$ cat src/rtl/addrgen_defs.svh
// Address generator parameters
`ifndef ADDRGEN_DEFS_SVH
`define ADDRGEN_DEFS_SVH

// Address bus
`define ADDR_W 32

// Vector length field, elements per instruction
`define VL_W 10

// Data bus, 8 bytes per beat
`define BUS_BYTES 8
`define BUS_SIZE_LOG ($clog2(`BUS_BYTES))

// Burst limits, AXI caps bursts at 256 beats and 4 KiB pages
`define MAX_BURST_BEATS 256
`define PAGE_BITS 12

// Entries in the load/store request queue
`define QUEUE_DEPTH 4

`endif

$ cat src/rtl/addrgen_pkg.sv
// Address generator types
`include "addrgen_defs.svh"

package addrgen_pkg;

  // Element width, log2 of the byte count
  typedef enum logic [1:0] {
    EW8  = 2'd0,
    EW16 = 2'd1,
    EW32 = 2'd2,
    EW64 = 2'd3
  } vew_e;

  // Unit-stride and strided loads and stores
  typedef enum logic [1:0] {
    VLE  = 2'd0,
    VSE  = 2'd1,
    VLSE = 2'd2,
    VSSE = 2'd3
  } mem_op_e;

  // Instruction from the sequencer
  typedef struct packed {
    mem_op_e             op;
    logic [`ADDR_W-1:0]  addr;
    logic [`ADDR_W-1:0]  stride;
    logic [`VL_W-1:0]    vl;
    vew_e                vew;
  } pe_req_t;

  // Work item handed from controller to generator
  typedef struct packed {
    logic [`ADDR_W-1:0]  addr;
    logic [`VL_W-1:0]    len;
    logic [`ADDR_W-1:0]  stride;
    vew_e                vew;
    logic                is_load;
    logic                is_burst;
  } ag_job_t;

  // AR or AW request, len counts beats minus one
  typedef struct packed {
    logic [`ADDR_W-1:0]  addr;
    logic [7:0]          len;
    logic [2:0]          size;
  } ax_req_t;

  // Entry for the load/store units
  typedef struct packed {
    logic [`ADDR_W-1:0]  addr;
    logic [7:0]          len;
    logic [2:0]          size;
    logic                is_load;
  } lsu_req_t;

endpackage

$ cat src/rtl/req_fifo.sv
// Request queue
module req_fifo #(
  parameter type         dtype = logic,
  parameter int unsigned DEPTH = 4
) (
  input  logic clk_i,
  input  logic rst_ni,
  input  dtype data_i,
  input  logic push_i,
  output logic full_o,
  output dtype data_o,
  input  logic pop_i,
  output logic empty_o
);

  localparam int unsigned PTR_W = (DEPTH > 1) ? $clog2(DEPTH) : 1;
  localparam int unsigned CNT_W = $clog2(DEPTH + 1);

  // Storage, no reset needed
  dtype mem_q [DEPTH];

  logic [PTR_W-1:0] wr_ptr_q, rd_ptr_q;
  logic [CNT_W-1:0] cnt_q;
  logic             do_push, do_pop;

  // Writes into a full queue and reads from an empty one are dropped
  assign do_push = push_i && !full_o;
  assign do_pop  = pop_i && !empty_o;

  assign full_o  = (cnt_q == CNT_W'(DEPTH));
  assign empty_o = (cnt_q == '0);

  // Head of the queue, shown combinationally
  assign data_o  = mem_q[rd_ptr_q];

  always_ff @(posedge clk_i) begin
    if (do_push) begin
      mem_q[wr_ptr_q] <= data_i;
    end
  end

  // Pointers wrap explicitly so any depth works
  always_ff @(posedge clk_i or negedge rst_ni) begin
    if (!rst_ni) begin
      wr_ptr_q <= '0;
      rd_ptr_q <= '0;
      cnt_q    <= '0;
    end else begin
      if (do_push) begin
        wr_ptr_q <= (wr_ptr_q == PTR_W'(DEPTH - 1)) ? '0 : wr_ptr_q + 1'b1;
      end
      if (do_pop) begin
        rd_ptr_q <= (rd_ptr_q == PTR_W'(DEPTH - 1)) ? '0 : rd_ptr_q + 1'b1;
      end
      // Fill count, unchanged on simultaneous push and pop
      if (do_push && !do_pop) begin
        cnt_q <= cnt_q + 1'b1;
      end else if (do_pop && !do_push) begin
        cnt_q <= cnt_q - 1'b1;
      end
    end
  end

endmodule

$ cat src/rtl/burst_bound.sv
// Burst length limiter
`include "addrgen_defs.svh"

module burst_bound (
  input  logic [`ADDR_W-1:0]                 addr_i,
  input  logic [`VL_W+2:0]                   bytes_i,
  output logic [$clog2(`MAX_BURST_BEATS):0]  beats_o,
  output logic [`ADDR_W-1:0]                 next_addr_o
);

  // Everything below is counted in beats, not bytes
  localparam int unsigned BW = `ADDR_W - `BUS_SIZE_LOG;
  localparam int unsigned PG = `PAGE_BITS - `BUS_SIZE_LOG;

  logic [`ADDR_W-1:0] end_byte;
  logic [BW-1:0]      start_beat, last_beat;
  logic [BW-1:0]      data_beats, page_beats, beats;

  // Aligned start, low address bits dropped
  assign start_beat = addr_i[`ADDR_W-1:`BUS_SIZE_LOG];

  // Last byte of the remaining data, rounded to its beat
  assign end_byte   = addr_i + `ADDR_W'(bytes_i) - `ADDR_W'(1);
  assign last_beat  = end_byte[`ADDR_W-1:`BUS_SIZE_LOG];
  assign data_beats = last_beat - start_beat + BW'(1);

  // Beats left before the 4 KiB boundary
  assign page_beats = BW'(1 << PG) - BW'(start_beat[PG-1:0]);

  // Smallest of data end, page end and the burst cap
  always_comb begin
    beats = data_beats;
    if (page_beats < beats) begin
      beats = page_beats;
    end
    if (BW'(`MAX_BURST_BEATS) < beats) begin
      beats = BW'(`MAX_BURST_BEATS);
    end
  end

  assign beats_o     = ($clog2(`MAX_BURST_BEATS) + 1)'(beats);

  // Following burst starts on a bus-aligned address
  assign next_addr_o = {start_beat + beats, {`BUS_SIZE_LOG{1'b0}}};

endmodule

$ cat src/rtl/ax_req_gen.sv
// AR/AW request generator
`include "addrgen_defs.svh"

module ax_req_gen import addrgen_pkg::*; (
  input  logic     clk_i,
  input  logic     rst_ni,
  input  ag_job_t  job_i,
  input  logic     job_valid_i,
  output logic     job_done_o,
  input  logic     core_st_pending_i,
  output ax_req_t  ar_o,
  output ax_req_t  aw_o,
  output logic     ar_valid_o,
  output logic     aw_valid_o,
  input  logic     ar_ready_i,
  input  logic     aw_ready_i,
  input  logic     q_full_i,
  input  logic     q_empty_i,
  input  logic     q_head_is_load_i,
  output logic     q_push_o,
  output lsu_req_t q_data_o
);

  typedef enum logic [1:0] {S_IDLE, S_ARB, S_REQ} state_e;

  state_e  state_q, state_d;
  ag_job_t job_q, job_d;
  ax_req_t ax_q, ax_d;
  logic    ar_valid_q, ar_valid_d;
  logic    aw_valid_q, aw_valid_d;
  logic    job_done_q, job_done_d;

  // Address and count after the request in flight
  logic [`ADDR_W-1:0] nxt_addr_q, nxt_addr_d;
  logic [`VL_W-1:0]   nxt_len_q, nxt_len_d;

  logic [`VL_W+2:0]                  rem_bytes;
  logic [$clog2(`MAX_BURST_BEATS):0] bb_beats;
  logic [`ADDR_W-1:0]                bb_next_addr;
  logic [`ADDR_W-1:0]                covered;
  logic                              dir_ok, can_issue, hs;

  //////////////////////////////////////////////////
  // Burst sizing
  //////////////////////////////////////////////////

  assign rem_bytes = (`VL_W+3)'(job_q.len) << job_q.vew;

  burst_bound burst_bound_i (
    .addr_i      (job_q.addr),
    .bytes_i     (rem_bytes),
    .beats_o     (bb_beats),
    .next_addr_o (bb_next_addr)
  );

  // Elements covered by this burst
  assign covered = (bb_next_addr - job_q.addr) >> job_q.vew;

  //////////////////////////////////////////////////
  // Issue conditions
  //////////////////////////////////////////////////

  // No direction change until the queue drains
  assign dir_ok    = q_empty_i || (q_head_is_load_i == job_q.is_load);
  assign can_issue = !q_full_i && !core_st_pending_i && dir_ok;

  // Handshake also pushes the request to the queue
  assign hs        = (ar_valid_q && ar_ready_i) || (aw_valid_q && aw_ready_i);
  assign q_push_o  = hs;
  assign q_data_o  = '{addr: ax_q.addr, len: ax_q.len, size: ax_q.size,
                       is_load: job_q.is_load};

  assign ar_o       = ax_q;
  assign aw_o       = ax_q;
  assign ar_valid_o = ar_valid_q;
  assign aw_valid_o = aw_valid_q;
  assign job_done_o = job_done_q;

  always_comb begin
    state_d    = state_q;
    job_d      = job_q;
    ax_d       = ax_q;
    ar_valid_d = ar_valid_q;
    aw_valid_d = aw_valid_q;
    nxt_addr_d = nxt_addr_q;
    nxt_len_d  = nxt_len_q;
    job_done_d = 1'b0;

    case (state_q)
      S_IDLE: begin
        if (job_valid_i) begin
          job_d   = job_i;
          state_d = S_ARB;
        end
      end

      S_ARB: begin
        // Empty vector finishes without traffic
        if (job_q.len == '0) begin
          job_done_d = 1'b1;
          state_d    = S_IDLE;
        end else if (can_issue) begin
          ax_d.addr = job_q.addr;
          if (job_q.is_burst) begin
            // Incrementing burst over full bus beats
            ax_d.len   = 8'(bb_beats - 1'b1);
            ax_d.size  = 3'(`BUS_SIZE_LOG);
            nxt_addr_d = bb_next_addr;
            nxt_len_d  = (`ADDR_W'(job_q.len) > covered) ?
                         job_q.len - `VL_W'(covered) : '0;
          end else begin
            // One element per request
            ax_d.len   = 8'd0;
            ax_d.size  = {1'b0, job_q.vew};
            nxt_addr_d = job_q.addr + job_q.stride;
            nxt_len_d  = job_q.len - 1'b1;
          end
          ar_valid_d = job_q.is_load;
          aw_valid_d = !job_q.is_load;
          state_d    = S_REQ;
        end
      end

      S_REQ: begin
        // Valid and data held until ready
        if (hs) begin
          ar_valid_d = 1'b0;
          aw_valid_d = 1'b0;
          job_d.addr = nxt_addr_q;
          job_d.len  = nxt_len_q;
          if (nxt_len_q == '0) begin
            job_done_d = 1'b1;
            state_d    = S_IDLE;
          end else begin
            state_d    = S_ARB;
          end
        end
      end

      default: state_d = S_IDLE;
    endcase
  end

  always_ff @(posedge clk_i or negedge rst_ni) begin
    if (!rst_ni) begin
      state_q    <= S_IDLE;
      ar_valid_q <= 1'b0;
      aw_valid_q <= 1'b0;
      job_done_q <= 1'b0;
    end else begin
      state_q    <= state_d;
      ar_valid_q <= ar_valid_d;
      aw_valid_q <= aw_valid_d;
      job_done_q <= job_done_d;
    end
  end

  // Payload registers
  always_ff @(posedge clk_i) begin
    job_q      <= job_d;
    ax_q       <= ax_d;
    nxt_addr_q <= nxt_addr_d;
    nxt_len_q  <= nxt_len_d;
  end

endmodule

$ cat src/rtl/addrgen_ctrl.sv
// Instruction controller
module addrgen_ctrl import addrgen_pkg::*; (
  input  logic    clk_i,
  input  logic    rst_ni,
  input  pe_req_t pe_req_i,
  input  logic    pe_req_valid_i,
  output ag_job_t job_o,
  output logic    job_valid_o,
  input  logic    job_done_i,
  output logic    ack_o,
  output logic    exc_o,
  output logic    exc_load_o,
  output logic    exc_store_o
);

  typedef enum logic [1:0] {IDLE, CHECK, RUN, DONE} state_e;

  state_e  state_q, state_d;
  pe_req_t req_q;
  logic    misaligned, is_load, capture;
  logic    ack_q, exc_q, exc_ld_q, exc_st_q;

  // Base must be aligned to the element width
  function automatic logic addr_misaligned(input logic [2:0] lsb, input vew_e vew);
    case (vew)
      EW16:    addr_misaligned = lsb[0];
      EW32:    addr_misaligned = |lsb[1:0];
      EW64:    addr_misaligned = |lsb;
      default: addr_misaligned = 1'b0;
    endcase
  endfunction

  assign misaligned = addr_misaligned(req_q.addr[2:0], req_q.vew);
  assign is_load    = req_q.op inside {VLE, VLSE};

  // Ignore the held request during the acknowledge cycle
  assign capture    = (state_q == IDLE) && pe_req_valid_i && !ack_q;

  // Unit stride becomes bursts in the job for the generator
  assign job_o = '{addr: req_q.addr, len: req_q.vl, stride: req_q.stride,
                   vew: req_q.vew, is_load: is_load,
                   is_burst: req_q.op inside {VLE, VSE}};
  assign job_valid_o = (state_q == CHECK) && !misaligned;

  assign ack_o       = ack_q;
  assign exc_o       = exc_q;
  assign exc_load_o  = exc_ld_q;
  assign exc_store_o = exc_st_q;

  always_comb begin
    state_d = state_q;
    case (state_q)
      IDLE:  if (capture) state_d = CHECK;
      CHECK: state_d = misaligned ? DONE : RUN;
      // Normal completion acknowledges straight from here
      RUN:   if (job_done_i) state_d = IDLE;
      DONE:  state_d = IDLE;
      default: state_d = IDLE;
    endcase
  end

  always_ff @(posedge clk_i or negedge rst_ni) begin
    if (!rst_ni) begin
      state_q  <= IDLE;
      ack_q    <= 1'b0;
      exc_q    <= 1'b0;
      exc_ld_q <= 1'b0;
      exc_st_q <= 1'b0;
    end else begin
      state_q  <= state_d;
      // One-cycle acknowledge with the exception flags alongside
      ack_q    <= (state_q == DONE) || ((state_q == RUN) && job_done_i);
      // Only a misaligned base reaches DONE
      exc_q    <= (state_q == DONE);
      exc_ld_q <= (state_q == DONE) && is_load;
      exc_st_q <= (state_q == DONE) && !is_load;
    end
  end

  // Instruction register
  always_ff @(posedge clk_i) begin
    if (capture) begin
      req_q <= pe_req_i;
    end
  end

endmodule

$ cat src/rtl/addrgen_top.sv
// Vector address generator
`include "addrgen_defs.svh"

module addrgen_top import addrgen_pkg::*; (
  input  logic     clk_i,
  input  logic     rst_ni,
  input  pe_req_t  pe_req_i,
  input  logic     pe_req_valid_i,
  output logic     ack_o,
  output logic     exc_o,
  output logic     exc_load_o,
  output logic     exc_store_o,
  input  logic     core_st_pending_i,
  output ax_req_t  ar_o,
  output logic     ar_valid_o,
  input  logic     ar_ready_i,
  output ax_req_t  aw_o,
  output logic     aw_valid_o,
  input  logic     aw_ready_i,
  output lsu_req_t lsu_req_o,
  output logic     lsu_req_valid_o,
  input  logic     lsu_req_ready_i
);

  ag_job_t  job;
  logic     job_valid, job_done;
  logic     q_push, q_full, q_empty;
  lsu_req_t q_data;

  assign lsu_req_valid_o = !q_empty;

  addrgen_ctrl addrgen_ctrl_i (
    .clk_i          (clk_i),
    .rst_ni         (rst_ni),
    .pe_req_i       (pe_req_i),
    .pe_req_valid_i (pe_req_valid_i),
    .job_o          (job),
    .job_valid_o    (job_valid),
    .job_done_i     (job_done),
    .ack_o          (ack_o),
    .exc_o          (exc_o),
    .exc_load_o     (exc_load_o),
    .exc_store_o    (exc_store_o)
  );

  // Head direction gates direction changes
  ax_req_gen ax_req_gen_i (
    .clk_i             (clk_i),
    .rst_ni            (rst_ni),
    .job_i             (job),
    .job_valid_i       (job_valid),
    .job_done_o        (job_done),
    .core_st_pending_i (core_st_pending_i),
    .ar_o              (ar_o),
    .aw_o              (aw_o),
    .ar_valid_o        (ar_valid_o),
    .aw_valid_o        (aw_valid_o),
    .ar_ready_i        (ar_ready_i),
    .aw_ready_i        (aw_ready_i),
    .q_full_i          (q_full),
    .q_empty_i         (q_empty),
    .q_head_is_load_i  (lsu_req_o.is_load),
    .q_push_o          (q_push),
    .q_data_o          (q_data)
  );

  req_fifo #(
    .dtype (lsu_req_t),
    .DEPTH (`QUEUE_DEPTH)
  ) req_fifo_i (
    .clk_i   (clk_i),
    .rst_ni  (rst_ni),
    .data_i  (q_data),
    .push_i  (q_push),
    .full_o  (q_full),
    .data_o  (lsu_req_o),
    .pop_i   (lsu_req_ready_i),
    .empty_o (q_empty)
  );

endmodule

$ cat config.mk
export PLATFORM = sky130hd
export DESIGN_NAME = addrgen_top
export DESIGN_NICKNAME = d
export VERILOG_FILES = /design/src/rtl/addrgen_pkg.sv /design/src/rtl/req_fifo.sv /design/src/rtl/burst_bound.sv /design/src/rtl/ax_req_gen.sv /design/src/rtl/addrgen_ctrl.sv /design/src/rtl/addrgen_top.sv
export VERILOG_INCLUDE_DIRS = /design/src /design/src/rtl
export SDC_FILE = /design/constraint.sdc
export NUM_CORES = 1
export LEC_CHECK = 0
export ABC_AREA = 0
export BUFFER_PORTS_ARGS = -buffer_cell sky130_fd_sc_hd__buf_2
export CORE_ASPECT_RATIO = 0.75
export CORE_MARGIN = 5
export CORE_UTILIZATION = 37
export CTS_BUF_LIST = sky130_fd_sc_hd__clkbuf_8
export DETAILED_ROUTE_END_ITERATION = 12
export GPL_ROUTABILITY_DRIVEN = 0
export GPL_TIMING_DRIVEN = 0
export PLACE_DENSITY = 0.57
export SLEW_MARGIN = 20
export SYNTH_ARGS = -nofsm -noshare
export SYNTH_HDL_FRONTEND = slang
export SYNTH_SLANG_ARGS = --single-unit
$ cat constraint.sdc
create_clock -name clk_i -period 15.9 [get_ports clk_i]
set_clock_uncertainty 0.05 [all_clocks]
set_input_delay 1.59 -clock clk_i [delete_from_list [all_inputs] [get_ports clk_i]]
set_output_delay 1.59 -clock clk_i [all_outputs]
set_load 0.02 [all_outputs]
==> out/results.ini <==
[synthesis]
ys_types=91
synth_area_per_cell_um2=11.6
async_flop_share=0.0419
netlist_area_mm2=0.0251
synthCells=2159
synth_ff_type=edfxtp_1
synth-seq-area-share=0.512
synth_edf_count=412
synth_warnings=0
ys_seq_elements=430

[route]
wl_per_cell_um=18.9
vias=17929
drt-initial-drc-count=1259
viasPerCell=5.20
drtAntennaViolNets=0
drc=0
drtPass1Iterations=7
finalWirelength_um=65100

[layout]
layout_common_cells=edfxtp_1, buf_2, ha_1, nand2_1, inv_1
final_area_mm2=0.0291
regArea_mm2=0.0128
final_common_cell=edfxtp_1
area_delta_synth_final_pct=16.1
fin_nets=2816
fillers=6252
multi_input_area_mm2=0.0114
drive_gt1_frac=0.195

[floorplanning]
die_height_um=235
initial_utilization=0.374
row_count=82
die_w_um=311
dieArea_mm2=0.0731
pin_count=222
coreArea_mm2=0.0670

[timing]
maxSlewHeadroom=0.282
max_freq_mhz=67.5
fin_hold_ws_ns=0.366
period_share=0.932
fin_ws_ns=1.08
hold_violations=0
min_period_ns=14.82
setup_viol=0
rsz0062_at_grt=no
worst_pin_slew_ns=1.08
final_max_slew_viol_count=0

[critical_path]
path_max_fanout=10
reg2reg_to=ax_req_gen_i.nxt_len_q[7]$_DFFE_PP_
cp-end-kind=register
cpMostUsedCell=ha_1
startpoint_type=register
cp.arrival_ns=15.25
reg2reg_depth=62
max_stage_delay_ns=0.60
worst-setup-path-type=register to register
required_ns=16.34
rrSetupSlack_ns=1.08
cp_slowest_cell=o31ai_1
timing.rr.start=ax_req_gen_i.job_q[3]$_DFFE_PP_

[run]
cap_violations=0

[cts]
h-tree-depth=3
path_clk_slew_ns=0.06
cts_tree=yes
clockRootBuffer=clkbuf_8
hold_buffers=0
cts.sink_count=430
max-clock-path-buffers=3
cts_buffers=72
clk_latency_ns=0.65

[grt]
grt_start_max_net_pins=44
grt_overflow_total=0
antenna_found_initial=0
grt_pass1_vias=17889
grtUsageTotal=0.174
grt_pass1_wl_um=101000

[min_path]
worstHoldEndpoint=ax_req_gen_i.job_q[5]$_DFFE_PP_
hold_depth=0
hold_path_class=register to register
hold_path.startpoint=addrgen_ctrl_i.job_o[5]$_DFFE_PP_

[outcome]
status=finished, final reports clean

[placed_design]
dp_hpwl_um=50600
dpl_worst_slack_ns=-0.720
io_buffers=218
place_area_mm2=0.0276

==> cell families (layout without fill, tap and decap cells) <==
logic type / count (synthesis) / after routing / share of synthesized area
multiplexers: 81 / 81 / 0.0551
flip-flops: 430 / 430 / 0.512
AND/OR/NAND/NOR: 584 / 584 / 0.111
XOR/XNOR: 121 / 121 / 0.0426
adder cells (fa/ha/maj): 222 / 222 / 0.112
other: 1 / 24 / 0.000150
buffers and inverters: 219 / 601 / 0.0403
AO/OA/AOI/OAI: 501 / 501 / 0.127
==> metrics by stage <==
stage,instances,setup TNS [ns],utilization
final,3446,0,0.434
after global routing,3444,0,0.434
after detailed placement,3310,-6.72,0.413
after CTS,3439,0,0.433
after floorplan,2180,0,-
after global placement,3280,-6.59,0.408
==> worst max-delay path: cells and delay by family, from the launching register on <==
| family | cells | cell delay [ns] |
|---|---|---|
| AO/OA/AOI/OAI | 29 | 6.82 |
| flip-flops | 1 | 0.43 |
| XOR/XNOR | 2 | 0.42 |
| adder cells (fa/ha/maj) | 6 | 1.82 |
| multiplexers | 2 | 0.70 |
| buffers and inverters | 9 | 1.60 |
| AND/OR/NAND/NOR | 14 | 2.77 |
==> cells in the mapped netlist, types with 5 or more instances <==
cell | instances | area, um^2
and2_1 | 14 | 87.6
nand4_1 | 9 | 56.3
xnor2_1 | 67 | 587
xor2_1 | 53 | 464
o31a_1 | 5 | 43.8
nand3_1 | 29 | 145
clkbuf_1 | 38 | 143
o22ai_1 | 7 | 43.8
nor2b_1 | 36 | 225
inv_1 | 123 | 462
mux2_2 | 14 | 158
nor4_1 | 8 | 50.1
nand2b_1 | 30 | 188
fa_1 | 5 | 100
a22o_1 | 9 | 78.8
buf_1 | 6 | 22.5
a21o_1 | 46 | 345
nor2_1 | 134 | 503
buf_4 | 47 | 353
mux2i_1 | 19 | 190
and3_1 | 15 | 93.8
a211oi_1 | 10 | 75.1
o31ai_1 | 6 | 45.0
nor3_1 | 48 | 240
nand2_1 | 205 | 769
a31oi_1 | 17 | 106
a2111oi_0 | 9 | 78.8
edfxtp_1 | 412 | 12400
or2_2 | 9 | 56.3
a21oi_1 | 124 | 621
o21a_1 | 38 | 285
ha_1 | 217 | 2720
o21bai_1 | 13 | 97.6
o211ai_1 | 12 | 90.1
mux4_2 | 43 | 968
o21ai_1 | 5 | 25.0
o21ai_0 | 145 | 726
dfrtp_1 | 18 | 450
or3_1 | 24 | 150
==> sequential cells by signal, indices dropped and copies added, names as in the netlist <==
name and cells:
ax_req_gen_i.nxt_addr_q 32, req_fifo_i.cnt_q 3, addrgen_ctrl_i.ack_o 1, req_fifo_i.mem_q 172
addrgen_ctrl_i.state_q 2, req_fifo_i.wr_ptr_q 2, ax_req_gen_i.state_q 2, addrgen_ctrl_i.exc_store_o 1
req_fifo_i.rd_ptr_q 2, addrgen_ctrl_i.exc_o 1, ax_req_gen_i.job_done_o 1, ax_req_gen_i.ar_o 42
ax_req_gen_i.aw_valid_o 1, addrgen_ctrl_i.exc_load_o 1, ax_req_gen_i.nxt_len_q 10, addrgen_ctrl_i.job_o 76
addrgen_ctrl_i.req_q 2, ax_req_gen_i.job_q 77, ax_req_gen_i.q_data_o 1, ax_req_gen_i.ar_valid_o 1
==> worst max-delay path by stage <==
stage	endpoint	slack, ns	start
global placement	ax_req_gen_i.nxt_len_q[3]$_DFFE_PP_	-0.70	ax_req_gen_i.job_q[2]$_DFFE_PP_
finish	ax_req_gen_i.nxt_len_q[7]$_DFFE_PP_	1.08	ax_req_gen_i.job_q[3]$_DFFE_PP_
global route	ax_req_gen_i.nxt_len_q[7]$_DFFE_PP_	0.04	ax_req_gen_i.job_q[2]$_DFFE_PP_
detailed placement	ax_req_gen_i.nxt_len_q[7]$_DFFE_PP_	-0.72	ax_req_gen_i.job_q[2]$_DFFE_PP_
CTS	ax_req_gen_i.nxt_len_q[7]$_DFFE_PP_	0.17	ax_req_gen_i.job_q[2]$_DFFE_PP_
floorplan	ax_req_gen_i.nxt_len_q[0]$_DFFE_PP_	2.79	ax_req_gen_i.job_q[2]$_DFFE_PP_
==> layout make-up <==
class,count,share of cell area
multi-input combinational,1531,0.391
clock inverter,53,0.0111
tap,882,0.0379
buffer,95,0.0189
antenna,2,0.000172
timing repair buffer,255,0.0493
inverter,124,0.0160
clock buffer,74,0.0350
sequential,430,0.441
==> per-layer routing <==
| layer | up-vias | wire (um) | track usage |
|---|---|---|---|
| li1 | 8717 | - | - |
| met1 | 8526 | 31700 | 0.261 |
| met2 | 586 | 28000 | 0.263 |
| met3 | 100 | 4000 | 0.0306 |
| met4 | 0 | 1370 | 0.0448 |
| met5 | - | 0 | 0 |
==> repair_timing <==
| item | CTS | global route |
|---|---|---|
| resized for setup | 4 | 10 |
| setup endpoints to repair | 10 | 10 |
| setup buffers | 2 | 5 |
| cloned | 0 | 0 |
| pin swaps | 1 | 3 |
Power is left out: the tool's default activity adds up to more than one toggle a clock period on the data nets, which glitch-free logic cannot reach.
